--- config.mk ---
export PLATFORM = sky130hd
export DESIGN_NAME = memory_arbiter
export DESIGN_NICKNAME = d
export VERILOG_FILES = /design/src/memory_controller_interface.sv /design/src/memory_arbiter.sv
export VERILOG_INCLUDE_DIRS = /design/src /design/src/src
export SDC_FILE = /design/constraint.sdc
export NUM_CORES = 1
export LEC_CHECK = 0
export ABC_AREA = 1
export BUFFER_PORTS_ARGS = -buffer_cell sky130_fd_sc_hd__buf_4
export CORE_AREA = 5 5 336 338
export CTS_BUF_LIST = sky130_fd_sc_hd__clkbuf_8
export DETAILED_ROUTE_END_ITERATION = 10
export DIE_AREA = 0 0 341 343
export PLACE_DENSITY = 0.32
export SLEW_MARGIN = 0
export SYNTH_ARGS = -nofsm -noshare
export SYNTH_HDL_FRONTEND = slang
export SYNTH_SLANG_ARGS = --single-unit
--- constraint.sdc ---
create_clock -name i_clk -period 3.1 [get_ports i_clk]
set_input_delay 0.155 -clock i_clk [delete_from_list [all_inputs] [get_ports i_clk]]
set_output_delay 0.155 -clock i_clk [all_outputs]
set_load 0.02 [all_outputs]
--- src/mci_macros.svh ---
`ifndef MCI_MACROS_SVH
`define MCI_MACROS_SVH

// Word and block geometry of the memory port
`define MCI_WORD_LENGTH    32   // Bits per word
`define MCI_DATA_LENGTH    128  // Bits per block, one memory transfer
`define MCI_WORDS_IN_BLOCK 4    // Words carried by one block
`define MCI_ADDR_LENGTH    32   // Byte address width

// Behavioral main memory
`define MEM_BLOCKS         256  // Depth in blocks, 4 KiB total
`define MEM_DEFAULT_DELAY  5    // Read/write latency in clock cycles

`endif
--- src/memory_controller_interface.sv ---
package memory_controller_interface;

`include "mci_macros.svh"

    // Byte address seen by main memory, block aligned on the bus
    typedef logic [`MCI_ADDR_LENGTH-1:0] mci_addr_t;

    // One block, either as a flat bus or as its words
    typedef union packed {
        logic [`MCI_DATA_LENGTH-1:0]                             bits;
        logic [`MCI_WORDS_IN_BLOCK-1:0][`MCI_WORD_LENGTH-1:0]    words; // words[0] at lowest address
    } mci_block_u;

    // Block request, held stable until ready
    typedef struct packed {
        logic       valid;
        logic       rw;     // 1 = write, 0 = read
        mci_addr_t  addr;
        mci_block_u data;   // Write payload
    } mci_request_t;

    // Block response, ready is a one-cycle pulse
    typedef struct packed {
        logic       ready;
        mci_block_u data;   // Read data, valid with ready
    } mci_response_t;

endpackage

--- src/memory_arbiter.sv ---
`timescale 1ns/100ps

module memory_arbiter
    import memory_controller_interface::*;
(
    input  logic          i_clk,
    input  logic          rst,
    input  mci_request_t  ireq_mem,     // Instruction cache side
    output mci_response_t ires_mem,
    input  mci_request_t  dreq_mem,     // Data cache side
    output mci_response_t dres_mem,
    output mci_request_t  mem_req,      // Toward main memory
    input  mci_response_t mem_res
);
    typedef enum logic [1:0] {
        ARB_IDLE,
        ARB_INSN,
        ARB_DATA
    } arb_state_e;

    arb_state_e state;
    logic       last_data;  // Data cache held the latest grant

    always_ff @(posedge i_clk) begin
        if (rst) begin
            state     <= ARB_IDLE;
            last_data <= 1'b0;
        end else begin
            unique case (state)
                ARB_IDLE: begin
                    // On a tie the side that lost last time wins
                    if (ireq_mem.valid && (!dreq_mem.valid || last_data)) begin
                        state     <= ARB_INSN;
                        last_data <= 1'b0;
                    end else if (dreq_mem.valid) begin
                        state     <= ARB_DATA;
                        last_data <= 1'b1;
                    end
                end
                ARB_INSN, ARB_DATA: begin
                    if (mem_res.ready) state <= ARB_IDLE;    // Release after the ready cycle
                end
                default: state <= ARB_IDLE;
            endcase
        end
    end

    // Forward the granted request, steer ready back to its owner only
    always_comb begin
        mem_req        = '0;                    // No request while idle
        ires_mem       = mem_res;
        dres_mem       = mem_res;
        ires_mem.ready = 1'b0;
        dres_mem.ready = 1'b0;
        unique case (state)
            ARB_INSN: begin
                mem_req        = ireq_mem;
                ires_mem.ready = mem_res.ready;
            end
            ARB_DATA: begin
                mem_req        = dreq_mem;
                dres_mem.ready = mem_res.ready;
            end
            default: ;                          // Both requesters wait
        endcase
    end

endmodule

After elaboration in Yosys (flattened, before gate mapping)
Index checks and enable logic that the tools add are counted.
- bits of input ports: 455
- bits in registers: 3
- output and inout bits: 420
- logic and storage cells: 23
- mux-type cells: 9
- eq/ne operators: 4
- reductions and logical operators: 8
- operator list (operator ; number):
    $pmux 162 s2 ; 1
    $mux 2 ; 3
    $mux 1 ; 4
    $pmux 2 s2 ; 1
    $reduce_and 2->1 ; 2
    $ne 3x3->1 const B ; 1
    $eq 2x1->1 const B ; 1
    $eq 2x2->1 const B ; 1
    $logic_not 2->1 ; 1
    $ne 2x2->1 const B ; 1
    $reduce_bool 2->1 ; 1
    $reduce_or 2->1 ; 1
    $logic_and 1x1->1 ; 1
    $logic_not 1->1 ; 1
    $logic_or 1x1->1 ; 1

Depth between registers and ports, before layout
- depth after elaboration: 5
- depth in mapped cells: 7
- gate-level depth less buffers: 6

Worst setup path after synthesis
No wires, ideal clock.
- path type: flip-flop to output port
- start: reg state[0]
- end: out mem_req[100] (netlist bit)
- path buffers: 2
- path slack: 1.535 ns
- arrival time: 1.410 ns
- data required time: 2.945 ns
- cell stages (with the launch flop): 7
- path through: dfxtp_1 inv_1 ha_1 inv_2 buf_2 buf_2 a21oi_1
- RTL lines (what ; RTL line ; source):
    from (decl) ; memory_arbiter.sv:21 ; arb_state_e state;
    from (signal assigned) ; memory_arbiter.sv:26 ; state <= ARB_IDLE;
    from (signal assigned) ; memory_arbiter.sv:33 ; state <= ARB_INSN;
    from (signal assigned) ; memory_arbiter.sv:36 ; state <= ARB_DATA;
    to (decl) ; memory_arbiter.sv:12 ; output mci_request_t mem_req,

==> results.md <==
| Item | This run |
| --- | --- |
| Run status | completed |
| Setup bufs post-CTS | 0 |
| Number of search-and-repair iterations in the first detailed-routing pass | 5 |
| Startpoint-to-endpoint class of the critical path | reg -> out |
| Maximum fanout along the worst path | 31 |
| # fillers | 13100 |
| Syn-to-layout area delta | 78.1% |
| Data arrival at the endpoint of the critical path | 2530 ps |
| GP Congestion | 0.748 |
| Total of flip-flops plus latches after synthesis | 3 |
| Total setup violations reported at the end of the flow | 0 |
| Leak | 3.11 nW |
| Tightest Pin Transition | 975 ps |
| Count of placed standard cells including taps | 2456 |
| Max frequency | 0.372 GHz |
| Number of clock sinks | 3 |
| Endpoint required time on the critical path | 2940 ps |
| Proportion of netlist area held by the largest area contributor | 44.4% |
| XOR/XNOR share of the synthesized area | 0% |
| Number of gates resized after CTS | 0 |
| Multi-input gate area in the final layout | 2160 um^2 |
| Clk slew on worst S/H paths | 30 ps |
| Area occupied by registers | 60.1 um^2 |
| Drc violations | 0 |
| Worst slew margin relative to its limit | 35.0% |
| Number of nets with antenna violations after routing | 0 |
| Post-synthesis simple-gate area fraction | 28.6% |
| Most frequent cell after synthesis | nand2_1 |
| Post-route worst hold slack | 123 ps |
| Number of antenna violations at the first check in global routing | 10 |
| PortBufs | 490 |
| Element type at the critical path end | output pin |
| Die ar. | 117000 um^2 |
| Maximum number of pins on one net before global-route repair | 80 |
| Total global-route track usage | 11.1% |
| Count of routing violations after the opening detailed-route iteration | 268 |
| Routed wire per std cell | 28.1 um |
| Number of distinct library cells after synthesis | 14 |
| Horiz. Die Dim | 341 um |
| Clock network latency to the later pin of the worst-skew pair | 210 ps |
| Clock tree root driver cell | clkbuf_8 |
| Height of the chip | 343 um |
| Number of cell rows | 122 |
| Final sum of negative setup slack | 0 ps |
| Synth Flop Type | dfxtp_1 |
| Dpl hpwl | 64500 um |
| Hold violation count in the final report | 0 |
| Routed WL | 69200 um |
| Mux contribution to synthesized area | 0% |
| Post-route fraction of the period consumed by the critical path | 86.8% |
| HP Class | in -> reg |
| Pwr per Cell Area | 228 nW/um^2 |
| Area leader, netlist | buf_4 |
| Synth area leaders | buf_4 (44%), nand2_1 (28%), a21oi_1 (18%) |
| Global-route wire length before repair | 82600 um |
| Number of buffers inserted during clock tree synthesis | 3 |
| Vias in the first global route | 6505 |
| Critical Path Source Type | flop |
| Final slew viol count | 0 |
| Starting density of the core | 4.09% |
| Combinational family with the most area after synthesis | buffers and inverters |
| Final nets | 1493 |
| Number of nets produced by synthesis | 1285 |
| Core box area | 110000 um^2 |
| Largest clock skew in the final design | 0.755 ps |
| Gr ovfl total | 0 |
| Synthesized-area fraction occupied by adder cells | 0.837% |
| Cell area after synthesis | 4490 um^2 |
| H-tree levels | 1 |
| TritonCTS clock tree | yes |
| Total I/O pin count | 875 |
| Number of standard cells in the final layout excluding fillers | 2466 |
| Post-DR vias/cell | 2.45 |
| Share of cells above drive strength 1 | 50.1% |
| Proportion of register bits with asynchronous set or reset after synthesis | 0% |
| Maximum VDD drop | 150 uV |
| Number of hold-repair buffers added at the cts stage | 0 |
| Mean area per synthesized cell | 5.42 um^2 |
| Maximum capacitance violations | 0 |
| Via total after detailed routing | 6032 |
| Number of enable-type register cells in the synthesized netlist | 0 |
| RSZ-0062 raised after global routing | no |
| Number of warning messages in the yosys log | 0 |
| Fraction of the mapped netlist area in compound gates | 18.3% |
| Cells after synthesis | 827 |
| FF-to-FF setup slack | 1700 ps |
| Most instantiated cells after synthesis | nand2_1 (333), buf_4 (265), a21oi_1 (164) |
| Fin crit period | 2690 ps |
| Fraction of the yosys area taken by sequential cells | 1.34% |
| Worst-case clock buffer depth | 2 |
## report_power, final
part | switching (mW) | total (mW) | internal, mW
Sequential | 0.00512 | 0.0494 | 0.0443
Combinational | 1.06 | 1.66 | 0.600
Clock | 0.0253 | 0.110 | 0.0843
## per-stage QoR
stage	cell area (um^2)	setup WS (ps)	utilization, %	total power [mW]
after floorplan	4490	1540	-	1.22
after global placement	7930	447	7.22	1.82
after detailed placement	7930	483	7.22	1.80
after CTS	7970	248	7.26	1.92
after global routing	7970	205	7.26	1.98
final	7990	410	7.28	1.82
## layer usage
| layer | share of wire [%] | GRT usage [%] |
|---|---|---|
| met5 | 0.14 | 0.286 |
| met4 | 0.20 | 0.208 |
| met3 | 17 | 8.38 |
| met2 | 43 | 17.0 |
| met1 | 40 | 13.0 |
## layout by cell type, fill, tap and decap left out, drive strengths merged
cell and instances:
a21oi 164, buf 512, clkbuf 3, dfxtp 3
diode 6, ha 3, inv 9, nand2 333
nand3 1, nand4 1, nor2 4, nor3 1
## cells by family (layout without fill, tap and decap cells)
kind of cell,after synthesis,count (layout)
other,0,6
adder cells (fa/ha/maj),3,3
AND/OR/NAND/NOR,340,340
flip-flops,3,3
buffers and inverters,317,524
AO/OA/AOI/OAI,164,164
## critical path: stages (launching register included)
cell and delay [ps]:
dfxtp_1 340, inv_1 140, ha_4 380, buf_12 250
nand2_1 110, a21oi_1 760, buf_4 290
## area by class of cell
cell class                      count  share of cell area [%]
Timing Repair Buffer              512                    48.6
Clock buffer                        3                   0.517
Antenna cell                        6                   0.188
Sequential cell                     3                   0.752
Multi-Input combinational cell    507                    27.1
Inverter                            8                   0.470
Clock inverter                      1                  0.0470
Tap cell                         1426                    22.3
## state kept, by name, summed over array words and instances, names as in the netlist
signal and count:
state 2, last_data 1
## path summary, 6_finish.rpt
check	startpoint	end	depth (start not counted)
max reg2reg	state[0]	state[1]	6
min reg2reg	last_data	last_data	2
max	state[0]	mem_req[155]	6
min	rst	state[0]	2
Note: power is estimated with default switching activity, not from simulation.
