--- src/mci_macros.svh ---
`ifndef MCI_MACROS_SVH
`define MCI_MACROS_SVH

// Word and block geometry of the memory port
`define MCI_WORD_LENGTH    32   // Bits per word
`define MCI_DATA_LENGTH    128  // Bits per block, one memory transfer
`define MCI_WORDS_IN_BLOCK 4    // Words carried by one block
`define MCI_ADDR_LENGTH    32   // Byte address width

// Behavioral main memory
`define MEM_BLOCKS         256  // Depth in blocks, 4 KiB total
`define MEM_DEFAULT_DELAY  5    // Read/write latency in clock cycles

`endif
--- src/memory_controller_interface.sv ---
package memory_controller_interface;

`include "mci_macros.svh"

    // Byte address seen by main memory, block aligned on the bus
    typedef logic [`MCI_ADDR_LENGTH-1:0] mci_addr_t;

    // One block, either as a flat bus or as its words
    typedef union packed {
        logic [`MCI_DATA_LENGTH-1:0]                             bits;
        logic [`MCI_WORDS_IN_BLOCK-1:0][`MCI_WORD_LENGTH-1:0]    words; // words[0] at lowest address
    } mci_block_u;

    // Block request, held stable until ready
    typedef struct packed {
        logic       valid;
        logic       rw;     // 1 = write, 0 = read
        mci_addr_t  addr;
        mci_block_u data;   // Write payload
    } mci_request_t;

    // Block response, ready is a one-cycle pulse
    typedef struct packed {
        logic       ready;
        mci_block_u data;   // Read data, valid with ready
    } mci_response_t;

endpackage

--- src/core_port_pkg.sv ---
package core_port_pkg;

`include "mci_macros.svh"

    import memory_controller_interface::*;

    typedef logic [`MCI_WORD_LENGTH-1:0] core_word_t;

    // Tag keeps the full block address so any line count works
    typedef logic [`MCI_ADDR_LENGTH-1:$clog2(`MCI_DATA_LENGTH / 8)] cache_tag_t;

    // Word request from the core, held until ready
    typedef struct packed {
        logic       valid;
        logic       we;     // Store when set
        mci_addr_t  addr;   // Byte address of the word
        core_word_t wdata;
    } core_req_t;

    typedef struct packed {
        logic       ready;  // One-cycle completion pulse
        core_word_t rdata;
    } core_rsp_t;

    // One cache line
    typedef struct packed {
        logic       valid;
        cache_tag_t tag;
        mci_block_u data;
    } cache_line_t;

endpackage

--- src/data_cache.sv ---
`timescale 1ns/100ps
`include "mci_macros.svh"

module data_cache
    import memory_controller_interface::*, core_port_pkg::*;
#(
    parameter int LINES = 4     // Power of two, at least 2
) (
    input  logic          i_clk,
    input  logic          rst,
    input  core_req_t     core_req,
    output core_rsp_t     core_rsp,
    output mci_request_t  mem_req,
    input  mci_response_t mem_res
);
    localparam int BLK_LSB  = $clog2(`MCI_DATA_LENGTH / 8);
    localparam int WORD_LSB = $clog2(`MCI_WORD_LENGTH / 8);
    localparam int IDX_W    = $clog2(LINES);

    typedef enum logic [1:0] {
        DC_IDLE,
        DC_FILL,    // Block read in flight
        DC_GAP,     // Valid low for a cycle between fill and write
        DC_WRITE    // Write-through of the merged block
    } dc_state_e;

    cache_line_t                            lines [LINES];
    dc_state_e                              state;
    cache_tag_t                             tag;
    logic [IDX_W-1:0]                       idx;
    logic [$clog2(`MCI_WORDS_IN_BLOCK)-1:0] wsel;
    logic                                   hit;
    logic                                   accept;
    logic                                   mreq_valid;
    logic                                   mreq_rw;
    mci_block_u                             wblk;       // Block sent on write
    mci_block_u                             hit_merge;
    mci_block_u                             fill_merge;
    logic                                   rsp_ready;
    core_word_t                             rsp_data;

    assign tag    = core_req.addr[`MCI_ADDR_LENGTH-1:BLK_LSB];
    assign idx    = core_req.addr[BLK_LSB +: IDX_W];
    assign wsel   = core_req.addr[BLK_LSB-1:WORD_LSB];
    assign hit    = lines[idx].valid && (lines[idx].tag == tag);
    assign accept = core_req.valid && !rsp_ready && (state == DC_IDLE);

    // Store word merged into the cached or the returned block
    always_comb begin
        hit_merge              = lines[idx].data;
        hit_merge.words[wsel]  = core_req.wdata;
        fill_merge             = mem_res.data;
        fill_merge.words[wsel] = core_req.wdata;
    end

    always_ff @(posedge i_clk) begin
        if (rst) begin
            state      <= DC_IDLE;
            mreq_valid <= 1'b0;
            mreq_rw    <= 1'b0;
            rsp_ready  <= 1'b0;
            wblk       <= '0;
            for (int i = 0; i < LINES; i++) lines[i].valid <= 1'b0;
        end else begin
            rsp_ready <= 1'b0;
            unique case (state)
                DC_IDLE: if (accept) begin
                    if (hit && !core_req.we) begin
                        rsp_ready <= 1'b1;                      // Load hit
                        rsp_data  <= lines[idx].data.words[wsel];
                    end else if (hit) begin
                        lines[idx].data <= hit_merge;           // Store hit, write through now
                        wblk            <= hit_merge;
                        mreq_valid      <= 1'b1;
                        mreq_rw         <= 1'b1;
                        state           <= DC_WRITE;
                    end else begin
                        mreq_valid <= 1'b1;                     // Miss, allocate for both kinds
                        mreq_rw    <= 1'b0;
                        state      <= DC_FILL;
                    end
                end
                DC_FILL: if (mem_res.ready) begin
                    mreq_valid <= 1'b0;
                    if (core_req.we) begin
                        lines[idx] <= '{valid: 1'b1, tag: tag, data: fill_merge};
                        wblk       <= fill_merge;
                        state      <= DC_GAP;
                    end else begin
                        lines[idx] <= '{valid: 1'b1, tag: tag, data: mem_res.data};
                        rsp_ready  <= 1'b1;
                        rsp_data   <= mem_res.data.words[wsel];
                        state      <= DC_IDLE;
                    end
                end
                DC_GAP: begin
                    mreq_valid <= 1'b1;
                    mreq_rw    <= 1'b1;
                    state      <= DC_WRITE;
                end
                DC_WRITE: if (mem_res.ready) begin
                    mreq_valid <= 1'b0;
                    rsp_ready  <= 1'b1;     // Store done once memory has it
                    rsp_data   <= core_req.wdata;
                    state      <= DC_IDLE;
                end
                default: state <= DC_IDLE;
            endcase
        end
    end

    assign mem_req  = '{valid: mreq_valid, rw: mreq_rw, addr: {tag, {BLK_LSB{1'b0}}}, data: wblk};
    assign core_rsp = '{ready: rsp_ready, rdata: rsp_data};

endmodule

--- config.mk ---
export PLATFORM = sky130hd
export DESIGN_NAME = data_cache
export DESIGN_NICKNAME = d
export VERILOG_FILES = /design/src/memory_controller_interface.sv /design/src/core_port_pkg.sv /design/src/data_cache.sv
export VERILOG_INCLUDE_DIRS = /design/src /design/src/src
export SDC_FILE = /design/constraint.sdc
export NUM_CORES = 1
export LEC_CHECK = 0
export BUFFER_PORTS_ARGS = -buffer_cell sky130_fd_sc_hd__buf_4
export CAP_MARGIN = 20
export CORE_ASPECT_RATIO = 1.5
export CORE_MARGIN = 1
export CORE_UTILIZATION = 56
export CTS_BUF_LIST = sky130_fd_sc_hd__clkbuf_8
export DETAILED_ROUTE_END_ITERATION = 10
export PLACE_DENSITY = 0.81
export SYNTH_ARGS = -nofsm -noshare
export SYNTH_HDL_FRONTEND = slang
export SYNTH_SLANG_ARGS = --single-unit
--- constraint.sdc ---
create_clock -name i_clk -period 14.11 [get_ports i_clk]
set_input_delay 0.7055 -clock i_clk [delete_from_list [all_inputs] [get_ports i_clk]]
set_output_delay 0.7055 -clock i_clk [all_outputs]
set_load 0.05 [all_outputs]
Word level (Yosys, flattened, before mapping):

Memory sizes are Yosys's and may differ from the RTL's.
Cells that the tools add are included.

* bits of input ports: 197
* word-level logic and storage cells: 106
* output and inout bits: 195
* register bits after elaboration: 165
* memories: 1
* bits in writable memories: 628

Memories
* lines: words 4, width 157, rd ports 1, clocked after memory_dff 0, write ports 4, RTL line data_cache.sv:27 `cache_line_t lines [LINES];`

* bitwise operators: 4
* eq/ne operators: 13
* mux-type cells: 62
* $lt $le $gt $ge: 2
* reductions and logical operators: 18

Operators by type and width (number)
* 2-to-1 mux 128 bit: 7
* bitwise mux 128 bit: 2
* 2-to-1 mux 32 bit: 8
* one-hot mux 128 bit (2 select lines): 1
* 2-to-1 mux 157 bit: 1
* OR reduction 157 bit: 1
* binary-select mux 32 bit (select 2 bit): 2
* one-hot mux 32 bit (3 select lines): 1
* demux 32 bit (select 2 bit): 1
* 2-to-1 mux 29 bit: 1
* == test 28 bit: 1
* 2-to-1 mux 1 bit: 26
* 2-to-1 mux 2 bit: 7
* inequality test 2 bit, second input constant: 7
* one-hot mux 2 bit (4 select lines): 1
* AND reduction 7 bit: 1
* one-hot mux 1 bit (3 select lines): 2
* AND reduction 3 bit: 2
* AND reduction 6 bit: 1
* logical AND 1 bit: 5
* == test 2 bit, second input constant: 2
* inequality test 2 x 1 -> 1 bit, second input constant: 2
* AND reduction 4 bit: 1
* nonzero test 2 bit: 2
* 11 further kinds: 14

Depth between registers and ports, before layout:

An unclocked memory read counts as a cell.

* depth in word-level cells: 13
* depth in mapped cells: 14
* gate-level depth less buffers: 7

Worst setup path after synthesis:

OpenSTA, ideal clock, no wires.

* kind: input to register
* start: input port core_req[37] in the netlist's numbering
* end: memory lines[1][0] in the netlist's numbering (enable)
* setup time: 0.798 ns
* path buffers: 7
* data required time: 13.312 ns
* stages on the path: 14
* path slack: 0.926 ns
* data arrival time: 12.386 ns
* path through: buf_6 -> buf_4 -> buf_2 -> buf_2 -> mux4_2 -> xnor2_1 -> nand4_1 -> nor4_1 -> nand4_1 -> o31a_1 -> buf_2 -> buf_6 -> buf_6 -> nor3b_1

RTL lines
* start: declaration: RTL line data_cache.sv:11 `input core_req_t core_req,`
* end: declaration: RTL line data_cache.sv:27

==> results.yml <==
outcome:
  outcome: "finished clean"
synthesis:
  yosysSeqAreaShare_pct: 58.7
  synth_top_area_share_pct: 51.7
  ys_ff_latch: 793
  synth-main-ff-cell: "edfxtp_1"
  synthArstFlopShare_pct: 0
  synth_cell_types: 57
  synth_area_mm2: 0.0383
  netlist_instances: 2731
  yosysWarnings: 0
  synth.top_cells.by_area: "edfxtp_1 (52%), mux4_2 (12%), dfxtp_1 (7.0%)"
  synth_edf_count: 660
  syn_avg_cell_area_um2: 14.0
  synth_top_area_cell: "edfxtp_1"
clock_tree:
  cts_root_buffer: "clkbuf_8"
  worst_skew_pair.late_latency_ns: 0.77
  holdBufCountCts: 0
  cts_setup_buffers: 0
  cts_buffer_depth: 3
  cts_resized: 0
  cts_sinks: 793
  htree_levels: 3
  cts_tree: "yes"
  cts_buffers: 111
  clk_pin_slew_worst_paths_ns: 0.06
layout:
  final_layout_size_suffix_gt1_share_pct: 32.1
  final_cells: 3999
  post-route-cell-area_mm2: 0.0438
  mostFrequentLayoutCells: "edfxtp_1 (660), nor2_1 (430), buf_4 (423)"
  nNetsFinal: 3193
  multi_input_area_mm2: 0.0144
  regArea_mm2: 0.0225
  fill_cells: 4734
  syn_to_final_growth_pct: 14.3
  final_common_cell: "edfxtp_1"
sta:
  fmax_mhz: 147
  max-slew-margin-rel_pct: 18.2
  hold_violations: 0
  finalCritPeriodShare_pct: 48.4
  tightest_slew_ns: 1.23
  fin_tns_setup_ns: 0
  fin_crit_ns: 6.82
  finClkSkew_ns: 0.0622
  report.final.slew_viol_count: 0
  setup_viol: 0
  rsz0062_at_grt: "no"
die:
  die_y_um: 322
  core.rowCount: 117
  start_util_pct: 56.5
  io_pins: 392
  die_area_mm2: 0.0695
  die_w_um: 216
  coreArea_mm2: 0.0678
min_path:
  worstHoldPathType: "input pin to flip-flop"
  hold_depth: 3
global_routing:
  grt_max_degree: 130
  grt_pass1_wl_um: 168000
  busiest_layer: "met2"
  grt_overflow: 0
  use_met1_pct: 41.5
  met2_usage_pct: 50.9
  grt_pass1_vias: 26200
  antenna_found_initial: 17
  groute.layer.met3.usage_pct: 7.92
  grt_usage_pct: 32.7
power_and_ir_drop:
  p_comb_share_pct: 15.1
  power.density_mw_per_mm2: 121
  p_switching_uw: 1420
  power.share.clock_pct: 36.0
  p_int_uw: 3860
  p_leak_uw: 0.0166
  swShare_pct: 26.9
  irDropWorstVdd_uv: 86.8
  seqPwrFrac_pct: 49.0
  power_uw: 5280
routing:
  wl_um: 114000
  wire_per_inst_um: 28.6
  first_pass_iters: 6
  ant_nets: 0
  dr.first_iter.drc_count: 3764
  vias_per_cell: 6.55
  route.detailed.drc: 0
  vias: 26200
placed_design:
  io_buffers: 385
  placed_cells: 3774
  hpwl_um: 70600
  placed_cell_area_mm2: 0.0413
  gp_congestion: 0.934
critical_path:
  cp-end-kind: "flip-flop"
  r2r_cells: 9
  worstPathMaxFanout: 82
  worstPathRequired_ns: 14.46
  cp.arrival_ns: 7.17
  critical_path_class: "input pin to flip-flop"
  startpoint_type: "input pin"
run:
  maxCapViolations: 0
==> final timing paths <==
path	start	to	slack (ns)
hold reg to reg	mreq_rw	mreq_rw	0.52
hold / removal	core_req[65]	state[0]	0.27
setup reg to reg	lines[1][134]	lines[3][19]	8.16
setup / recovery	core_req[37]	lines[3][19]	7.29
==> synth_stat cells, drive strengths merged, types with 2 or more instances <==
| master | n |
|---|---|
| edfxtp | 660 |
| nor2 | 434 |
| mux4 | 211 |
| mux2i | 178 |
| clkbuf | 168 |
| a21oi | 160 |
| nor2b | 158 |
| dfxtp | 133 |
| mux2 | 131 |
| nor3 | 131 |
| o22ai | 129 |
| buf | 113 |
| nand2 | 23 |
| xnor2 | 22 |
| xor2 | 10 |
| or2 | 8 |
| nor3b | 7 |
| o21ai | 7 |
| inv | 6 |
| and2 | 4 |
| nand4 | 4 |
| a211oi | 3 |
| a31oi | 2 |
| nand2b | 2 |
| nand3 | 2 |
| nor4 | 2 |
| o2111ai | 2 |
| o211ai | 2 |
==> metal layers <==
metal,wire length (um),vias to the layer above
met4,7290,8
met3,14800,434
met1,38900,12800
li1,-,10900
met2,53300,2068
met5,59,-
==> logic make-up after synthesis <==
family | count (synthesis) | share of synthesized area, %
muxes | 520 | 22.1
DFF | 793 | 58.7
buffers and inverters | 287 | 4.01
and+or+nand+nor | 782 | 9.71
AOI/OAI and AO/OA | 316 | 4.76
other | 1 | 0.00979
xor gates and xnor gates | 32 | 0.732
==> area by class of cell <==
cell class / instances / area share, %
Antenna cell: 12 / 0.0686
Clock inverter: 82 / 1.37
Tap cell: 892 / 2.55
Multi-Input combinational cell: 1654 / 33.0
Sequential cell: 793 / 51.4
Timing Repair Buffer: 430 / 7.51
Inverter: 6 / 0.0515
Clock buffer: 130 / 4.09
==> flip-flops by register name (all words and copies together) (netlist names) <==
name and flops:
lines 628, wblk 128, rsp_data 32, state 2, mreq_rw 1, mreq_valid 1, rsp_ready 1
==> stage by stage <==
step           setup WS [ns]  hold WS (ns)  utilization, %
2_1_floorplan          0.926         0.449               -
3_3_place_gp            6.73         0.483            61.0
3_5_place_dp            6.65         0.520            61.0
4_1_cts                 7.49         0.208            64.5
5_1_grt                 7.15         0.278            64.6
6_report                7.29         0.268            64.6
==> critical path, stage by stage <==
cell	delay [ns]
buf_6	0.66
buf_4	0.86
mux2_2	0.43
a221oi_1	0.36
a41oi_1	0.12
nor4_1	0.48
nand4_1	0.31
o31a_2	0.66
nor2_4	0.67
buf_4	0.81
buf_4	0.83
==> power groups by stage <==
stage / Combinational [uW] / Sequential (uW) / Clock (uW)
3_3_place_gp: 759 / 2630 / 0
5_1_grt: 829 / 2590 / 2000
2_1_floorplan: 477 / 2690 / 0
3_5_place_dp: 775 / 2640 / 0
6_report: 797 / 2590 / 1900
4_1_cts: 778 / 2590 / 1910
Power figures use the tool's default switching activity.
