## src/mci_macros.svh

```systemverilog
`ifndef MCI_MACROS_SVH
`define MCI_MACROS_SVH

// Word and block geometry of the memory port
`define MCI_WORD_LENGTH    32   // Bits per word
`define MCI_DATA_LENGTH    128  // Bits per block, one memory transfer
`define MCI_WORDS_IN_BLOCK 4    // Words carried by one block
`define MCI_ADDR_LENGTH    32   // Byte address width

// Behavioral main memory
`define MEM_BLOCKS         256  // Depth in blocks, 4 KiB total
`define MEM_DEFAULT_DELAY  5    // Read/write latency in clock cycles

`endif
```

## src/memory_controller_interface.sv

```systemverilog
package memory_controller_interface;

`include "mci_macros.svh"

    // Byte address seen by main memory, block aligned on the bus
    typedef logic [`MCI_ADDR_LENGTH-1:0] mci_addr_t;

    // One block, either as a flat bus or as its words
    typedef union packed {
        logic [`MCI_DATA_LENGTH-1:0]                             bits;
        logic [`MCI_WORDS_IN_BLOCK-1:0][`MCI_WORD_LENGTH-1:0]    words; // words[0] at lowest address
    } mci_block_u;

    // Block request, held stable until ready
    typedef struct packed {
        logic       valid;
        logic       rw;     // 1 = write, 0 = read
        mci_addr_t  addr;
        mci_block_u data;   // Write payload
    } mci_request_t;

    // Block response, ready is a one-cycle pulse
    typedef struct packed {
        logic       ready;
        mci_block_u data;   // Read data, valid with ready
    } mci_response_t;

endpackage

```

## src/core_port_pkg.sv

```systemverilog
package core_port_pkg;

`include "mci_macros.svh"

    import memory_controller_interface::*;

    typedef logic [`MCI_WORD_LENGTH-1:0] core_word_t;

    // Tag keeps the full block address so any line count works
    typedef logic [`MCI_ADDR_LENGTH-1:$clog2(`MCI_DATA_LENGTH / 8)] cache_tag_t;

    // Word request from the core, held until ready
    typedef struct packed {
        logic       valid;
        logic       we;     // Store when set
        mci_addr_t  addr;   // Byte address of the word
        core_word_t wdata;
    } core_req_t;

    typedef struct packed {
        logic       ready;  // One-cycle completion pulse
        core_word_t rdata;
    } core_rsp_t;

    // One cache line
    typedef struct packed {
        logic       valid;
        cache_tag_t tag;
        mci_block_u data;
    } cache_line_t;

endpackage

```

## src/instruction_cache.sv

```systemverilog
`timescale 1ns/100ps
`include "mci_macros.svh"

module instruction_cache
    import memory_controller_interface::*, core_port_pkg::*;
#(
    parameter int LINES = 4     // Power of two, at least 2
) (
    input  logic          i_clk,
    input  logic          rst,
    input  core_req_t     core_req,     // we and wdata unused, fetch only
    output core_rsp_t     core_rsp,
    output mci_request_t  mem_req,
    input  mci_response_t mem_res
);
    localparam int BLK_LSB  = $clog2(`MCI_DATA_LENGTH / 8);
    localparam int WORD_LSB = $clog2(`MCI_WORD_LENGTH / 8);
    localparam int IDX_W    = $clog2(LINES);

    typedef enum logic {IC_IDLE, IC_FILL} ic_state_e;

    cache_line_t                            lines [LINES];
    ic_state_e                              state;
    cache_tag_t                             tag;
    logic [IDX_W-1:0]                       idx;
    logic [$clog2(`MCI_WORDS_IN_BLOCK)-1:0] wsel;       // Word within the block
    logic                                   hit;
    logic                                   accept;
    logic                                   fill_valid;
    logic                                   rsp_ready;
    core_word_t                             rsp_data;

    // Address split, the core holds addr until ready
    assign tag    = core_req.addr[`MCI_ADDR_LENGTH-1:BLK_LSB];
    assign idx    = core_req.addr[BLK_LSB +: IDX_W];
    assign wsel   = core_req.addr[BLK_LSB-1:WORD_LSB];
    assign hit    = lines[idx].valid && (lines[idx].tag == tag);
    assign accept = core_req.valid && !rsp_ready && (state == IC_IDLE);  // Skip the ready cycle

    always_ff @(posedge i_clk) begin
        if (rst) begin
            state      <= IC_IDLE;
            fill_valid <= 1'b0;
            rsp_ready  <= 1'b0;
            for (int i = 0; i < LINES; i++) lines[i].valid <= 1'b0;
        end else begin
            rsp_ready <= 1'b0;
            unique case (state)
                IC_IDLE: if (accept) begin
                    if (hit) begin
                        rsp_ready <= 1'b1;                          // Hit answers next cycle
                        rsp_data  <= lines[idx].data.words[wsel];
                    end else begin
                        fill_valid <= 1'b1;                         // Block read
                        state      <= IC_FILL;
                    end
                end
                IC_FILL: if (mem_res.ready) begin
                    fill_valid <= 1'b0;
                    lines[idx] <= '{valid: 1'b1, tag: tag, data: mem_res.data};
                    rsp_ready  <= 1'b1;
                    rsp_data   <= mem_res.data.words[wsel];         // Critical word from bus
                    state      <= IC_IDLE;
                end
                default: state <= IC_IDLE;
            endcase
        end
    end

    assign mem_req  = '{valid: fill_valid, rw: 1'b0, addr: {tag, {BLK_LSB{1'b0}}}, data: '0};
    assign core_rsp = '{ready: rsp_ready, rdata: rsp_data};

endmodule

```

## config.mk

```make
export PLATFORM = sky130hd
export DESIGN_NAME = instruction_cache
export DESIGN_NICKNAME = d
export VERILOG_FILES = /design/src/memory_controller_interface.sv /design/src/core_port_pkg.sv /design/src/instruction_cache.sv
export VERILOG_INCLUDE_DIRS = /design/src /design/src/src
export SDC_FILE = /design/constraint.sdc
export NUM_CORES = 1
export LEC_CHECK = 0
export BUFFER_PORTS_ARGS = -buffer_cell sky130_fd_sc_hd__buf_2
export CORE_MARGIN = 3
export CORE_UTILIZATION = 55
export CTS_BUF_LIST = sky130_fd_sc_hd__clkbuf_4 sky130_fd_sc_hd__clkbuf_8 sky130_fd_sc_hd__clkbuf_16
export DETAILED_ROUTE_END_ITERATION = 12
export GPL_TIMING_DRIVEN = 0
export PLACE_DENSITY = 0.87
export SLEW_MARGIN = 10
export SYNTH_ARGS = -nofsm -noshare
export SYNTH_HDL_FRONTEND = slang
export SYNTH_SLANG_ARGS = --single-unit
```

## constraint.sdc

```tcl
create_clock -name i_clk -period 19.2 [get_ports i_clk]
set_input_delay 2.88 -clock i_clk [delete_from_list [all_inputs] [get_ports i_clk]]
set_output_delay 2.88 -clock i_clk [all_outputs]
set_load 0.02 [all_outputs]
```

## Word-level counts from Yosys, hierarchy flattened

Memory sizes are Yosys's and may differ from the RTL's.
Cells that the tools add are included.
W data, S select, Z words.

| word-level totals | value |
|---|---|
| output and inout bits | 195 |
| word-level logic and storage cells | 48 |
| register bits | 35 |
| memories | 1 |
| bits in writable memories | 628 |

| operators by class | value |
|---|---|
| reductions and logical operators | 7 |
| muxes and demuxes | 28 |
| magnitude comparators | 1 |
| bitwise logic cells | 2 |
| eq/ne operators | 5 |

Memory list:

| memory | words | bits a word | rd ports | clocked after Yosys merged registers in | write ports | line | RTL |
|---|---|---|---|---|---|---|---|
| lines | 4 | 157 | 1 | 0 | 4 | instruction_cache.sv:22 | `cache_line_t lines [LINES];` |

Operators by type and width:

| cell | number |
|---|---|
| $mux W32 | 5 |
| $mux W157 | 1 |
| $reduce_or A157 Y1 | 1 |
| $bmux W32 S2 | 2 |
| $pmux W32 S2 | 1 |
| $eq A28 B28 Y1 | 1 |
| $mux W1 | 14 |
| $ne A2 B2 Y1 const B | 4 |
| $pmux W1 S2 | 3 |
| $mux W2 | 2 |
| $reduce_and A4 Y1 | 1 |
| $logic_and A1 B1 Y1 | 3 |
| $lt A2 B3 Y1 const B | 1 |
| $reduce_and A3 Y1 | 1 |
| $not A1 Y1 | 2 |
| $logic_not A1 Y1 | 1 |

## Longest topological paths before layout

| logic depth | value |
|---|---|
| depth in word-level cells | 6 |
| gate-level depth with buffers | 10 |
| gate-level depth less buffers | 6 |

## Least setup slack after synthesis

No wires, ideal clock.

| timing | value |
|---|---|
| path type | input-to-reg |
| from | input core_req[36] in the netlist's numbering |
| to | memory lines[2][156] in the netlist's numbering, enable pin |
| buffers on the path | 6 |
| stages on the path | 8 |
| data arrival time | 16.256 ns |
| path slack | 2.594 ns |
| cells stage by stage | buf_6 -> buf_8 -> buf_6 -> buf_4 -> buf_2 -> buf_1 -> nor3b_1 -> or2_2 |

RTL lines:

| item | line | RTL |
|---|---|---|
| start: declaration | instruction_cache.sv:11 | `input core_req_t core_req,` |
| end: declaration | instruction_cache.sv:22 |  |

## Final worst setup path

| timing | value |
|---|---|
| from | input core_req[60] in the netlist's numbering |
| to | output mem_req[156] in the netlist's numbering |

RTL lines:

| item | line | RTL |
|---|---|---|
| end: declaration | instruction_cache.sv:13 | `output mci_request_t mem_req,` |

No word-level cell between the ends.

==> metrics.json <==
{
  "outcome": {"value": "finished, final reports clean"},
  "ys_types": {"value": 46},
  "hold_path_depth": {"value": 3},
  "postCtsHoldBufs": {"value": 0},
  "place_hpwl": {"value": 47700, "unit": "um"},
  "synthCells": {"value": 1427},
  "dr_total_vias": {"value": 15700},
  "gpl_wtd_cong": {"value": 0.763},
  "h-tree-depth": {"value": 3},
  "async_flop_share": {"value": 0, "unit": "%"},
  "critical_path.cell_chain": {"value": "buf_2 -> buf_4 -> buf_2"},
  "r2r.worst_path.cells": {"value": 9},
  "hold_start": {"value": "rsp_ready"},
  "timing.critical_path.mode_cell": {"value": "buf_2"},
  "synth_xor_xnor_area_share": {"value": 0.893, "unit": "%"},
  "synth_seq_cells": {"value": 663},
  "peakVddDrop": {"value": 62.8, "unit": "uV"},
  "most_used_dff_post_synth": {"value": "edfxtp_1"},
  "switching_share": {"value": 21.8, "unit": "%"},
  "ff2ff_setup_slack": {"value": 15060, "unit": "ps"},
  "maxClockFrequency": {"value": 160, "unit": "MHz"},
  "rsz0062_at_grt": {"value": "no"},
  "rows": {"value": 82},
  "layout-drive-gt1-share": {"value": 41.8, "unit": "%"},
  "drc": {"value": 0},
  "max_cap_violations": {"value": 0},
  "finalCriticalPeriod": {"value": 6240, "unit": "ps"},
  "synth_top_family_by_area": {"value": "multiplexers"},
  "antenna_violating_nets_post_route": {"value": 0},
  "layout-area-overhead-vs-synth": {"value": 18.8, "unit": "%"},
  "max_stage_delay": {"value": 200, "unit": "ps"},
  "post_drt_wl_per_cell": {"value": 27.2, "unit": "um"},
  "final_nets": {"value": 2098},
  "setup_tns": {"value": 0, "unit": "ps"},
  "hold_viol": {"value": 0},
  "critical_path_arrival": {"value": 3360, "unit": "ps"},
  "drt_iter0_drc": {"value": 1963},
  "finalSetupViolations": {"value": 0},
  "globalRoute.totalOverflow": {"value": 0},
  "leakagePower": {"value": 13.3, "unit": "nW"},
  "worstSkewPairLatency": {"value": 610, "unit": "ps"},
  "cts_num_sinks": {"value": 663},
  "power_frac_clock": {"value": 41.6, "unit": "%"},
  "comb_power_share": {"value": 7.4, "unit": "%"},
  "worst_clock_skew": {"value": 22.1, "unit": "ps"},
  "crit_required": {"value": 16320, "unit": "ps"},
  "p_seq_share": {"value": 50.9, "unit": "%"},
  "postSynthAreaPerCell": {"value": 19.9, "unit": "um^2"},
  "min_period_over_period": {"value": 32.5, "unit": "%"},
  "grt_max_degree": {"value": 50},
  "setup.worst_path.end_class": {"value": "output pin"},
  "number_of_detailed_routing_iterations_run_before_antenna_repair": {"value": 5},
  "power.net_switching": {"value": 0.000681, "unit": "W"},
  "synth_adder_area_share": {"value": 0, "unit": "%"},
  "grt_first_pass_wirelength": {"value": 102000, "unit": "um"},
  "grt_pass1_vias": {"value": 15700},
  "die_height": {"value": 233, "unit": "um"},
  "critPathSlowestCell": {"value": "buf_2"},
  "timing.hold.worst.class": {"value": "flop to flop"},
  "max_root_sink_buffers": {"value": 3},
  "post_cts.resized_instances": {"value": 0},
  "via_per_inst": {"value": 5.99},
  "start_kind": {"value": "input port"},
  "hold_end": {"value": "fill_valid"},
  "dpl_cell_area": {"value": 31600, "unit": "um^2"},
  "core_region_area": {"value": 50600, "unit": "um^2"},
  "die_width": {"value": 233, "unit": "um"},
  "worst-path-max-fanout": {"value": 5},
  "max_slew_margin": {"value": 15.8, "unit": "%"},
  "worst_r2r_startpoint": {"value": "state"},
  "synth-simple-area-share": {"value": 4.29, "unit": "%"},
  "floorplan_die_area": {"value": 54500, "unit": "um^2"},
  "cellPowerDensity": {"value": 92.3, "unit": "nW/um^2"},
  "boundaryPins": {"value": 392},
  "hold_ws": {"value": 658, "unit": "ps"},
  "internal-power": {"value": 0.00244, "unit": "W"},
  "drv_slew": {"value": 0},
  "tritoncts": {"value": "done"},
  "synth_compound_gate_area_share": {"value": 0.810, "unit": "%"},
  "synth_warn": {"value": 0},
  "worstSetupPathType": {"value": "input port to output pin"},
  "ys_seq_area_share": {"value": 69.9, "unit": "%"},
  "cts.reportedPaths.clkPinSlew": {"value": 60, "unit": "ps"},
  "final_area": {"value": 33800, "unit": "um^2"},
  "cts-buffers-inserted": {"value": 67},
  "power.total": {"value": 0.00312, "unit": "W"},
  "worstMarginPinSlew": {"value": 1260, "unit": "ps"},
  "io_buffers": {"value": 220},
  "routed_wl": {"value": 71400, "unit": "um"},
  "post_cts_buffers": {"value": 0},
  "antenna_violations_before_repair": {"value": 15},
  "synth.area.mux_share": {"value": 18.4, "unit": "%"},
  "syn-cell-area": {"value": 28400, "unit": "um^2"},
  "global_route.usage.total": {"value": 26.2, "unit": "%"},
  "count_of_flip_flops_with_a_built_in_enable_after_synthesis": {"value": 660},
  "cts-root-buf": {"value": "clkbuf_16"},
  "start_util": {"value": 56.2, "unit": "%"},
  "crit-reg2reg-capture": {"value": "rsp_data[28]"}
}
power groups by stage:
stage	Clock (W)	Sequential [W]	Combinational [W]
floorplan	0	0.00162	0.000148
global placement	0	0.00163	0.000217
detailed placement	0	0.00162	0.000226
CTS	0.00131	0.00159	0.000228
global route	0.00136	0.00159	0.000243
finish	0.00130	0.00159	0.000231
how the worst max path moves through the flow:
| stage | to | from |
|---|---|---|
| after global routing | mem_req[156] | core_req[60] |
| after floorplan | lines[2][156] | core_req[36] |
| after CTS | mem_req[156] | core_req[60] |
| after detailed placement | lines[0][10] | core_req[36] |
| after global placement | lines[2][156] | core_req[36] |
| final | mem_req[156] | core_req[60] |
critical path: cells and delay by family:
kind	cells	cell delay [ps]
buf+inv	3	490
placed cells by master (no fill, tap or decap), types with 4 or more instances in the layout:
cell       count
a21oi_1        6
and2_1       155
buf_1         13
buf_12         6
buf_16         6
buf_2        230
buf_4        193
buf_6         27
bufinv_16      6
clkbuf_1      33
clkbuf_16     68
clkbuf_4      12
clkinv_1      15
clkinv_2       7
conb_1       133
diode_2        4
edfxtp_1     660
inv_1          5
mux2_2        33
mux2i_1       28
mux4_2       202
nand3_1        5
nor2_1         6
nor3_1         6
o21ai_0        4
or2_2          4
xnor2_1       20
xor2_1         9
metrics by stage:
| stage | worst slack [ps] | std cells | utilization (%) |
|---|---|---|---|
| after floorplan | 2590 | 1559 | - |
| after detailed placement | 12620 | 2504 | 62.4 |
| after CTS | 12970 | 2623 | 66.8 |
| final | 12960 | 2627 | 66.8 |
| after global routing | 12940 | 2626 | 66.8 |
| after global placement | -6700 | 2451 | 61.0 |
synth_stat cells, types with 4 or more instances:
cell type | instances | area [um^2]
nor3_1 | 7 | 35.0
mux4_2 | 202 | 4550
and2_1 | 155 | 970
buf_2 | 10 | 50.1
xnor2_1 | 20 | 175
nand3_1 | 5 | 25.0
nor2_1 | 6 | 22.5
mux2_2 | 33 | 372
mux2i_1 | 28 | 280
o21ai_0 | 4 | 20.0
buf_1 | 13 | 48.8
or2_2 | 4 | 25.0
clkbuf_1 | 34 | 128
edfxtp_1 | 660 | 19800
inv_1 | 5 | 18.8
xor2_1 | 9 | 78.8
buf_4 | 177 | 1330
a21oi_1 | 6 | 30.0
kinds of logic after synthesis:
group	after synthesis
DFF	663
muxes	264
buffers and inverters	243
and+or+nand+nor	197
AOI/OAI and AO/OA	30
xor gates and xnor gates	29
other	1
state kept, by name, indices dropped and copies added, names as in the netlist:
| register | flops |
|---|---|
| fill_valid | 1 |
| lines | 628 |
| rsp_data | 32 |
| rsp_ready | 1 |
| state | 1 |
final cells by class:
cell class	count	area, um^2
Sequential cell	663	19900
Fill cell	3186	16800
Multi-Input combinational cell	653	7450
Clock buffer	80	1790
Timing Repair Buffer	273	1790
Buffer	238	1610
Tap cell	672	841
Clock inverter	39	387
Inverter	5	18.8
Antenna cell	4	10.0
routing by layer:
metal | wire (um) | up-vias | track usage, % | share of wire, %
met5 | 137 | - | 0 | 0.19
met4 | 2160 | 22 | 8.93 | 3.0
met3 | 7910 | 175 | 6.39 | 11
met2 | 36100 | 1119 | 43.8 | 50
met1 | 25100 | 8040 | 34.1 | 35
li1 | - | 6392 | - | -
Power figures use the tool's default switching activity.
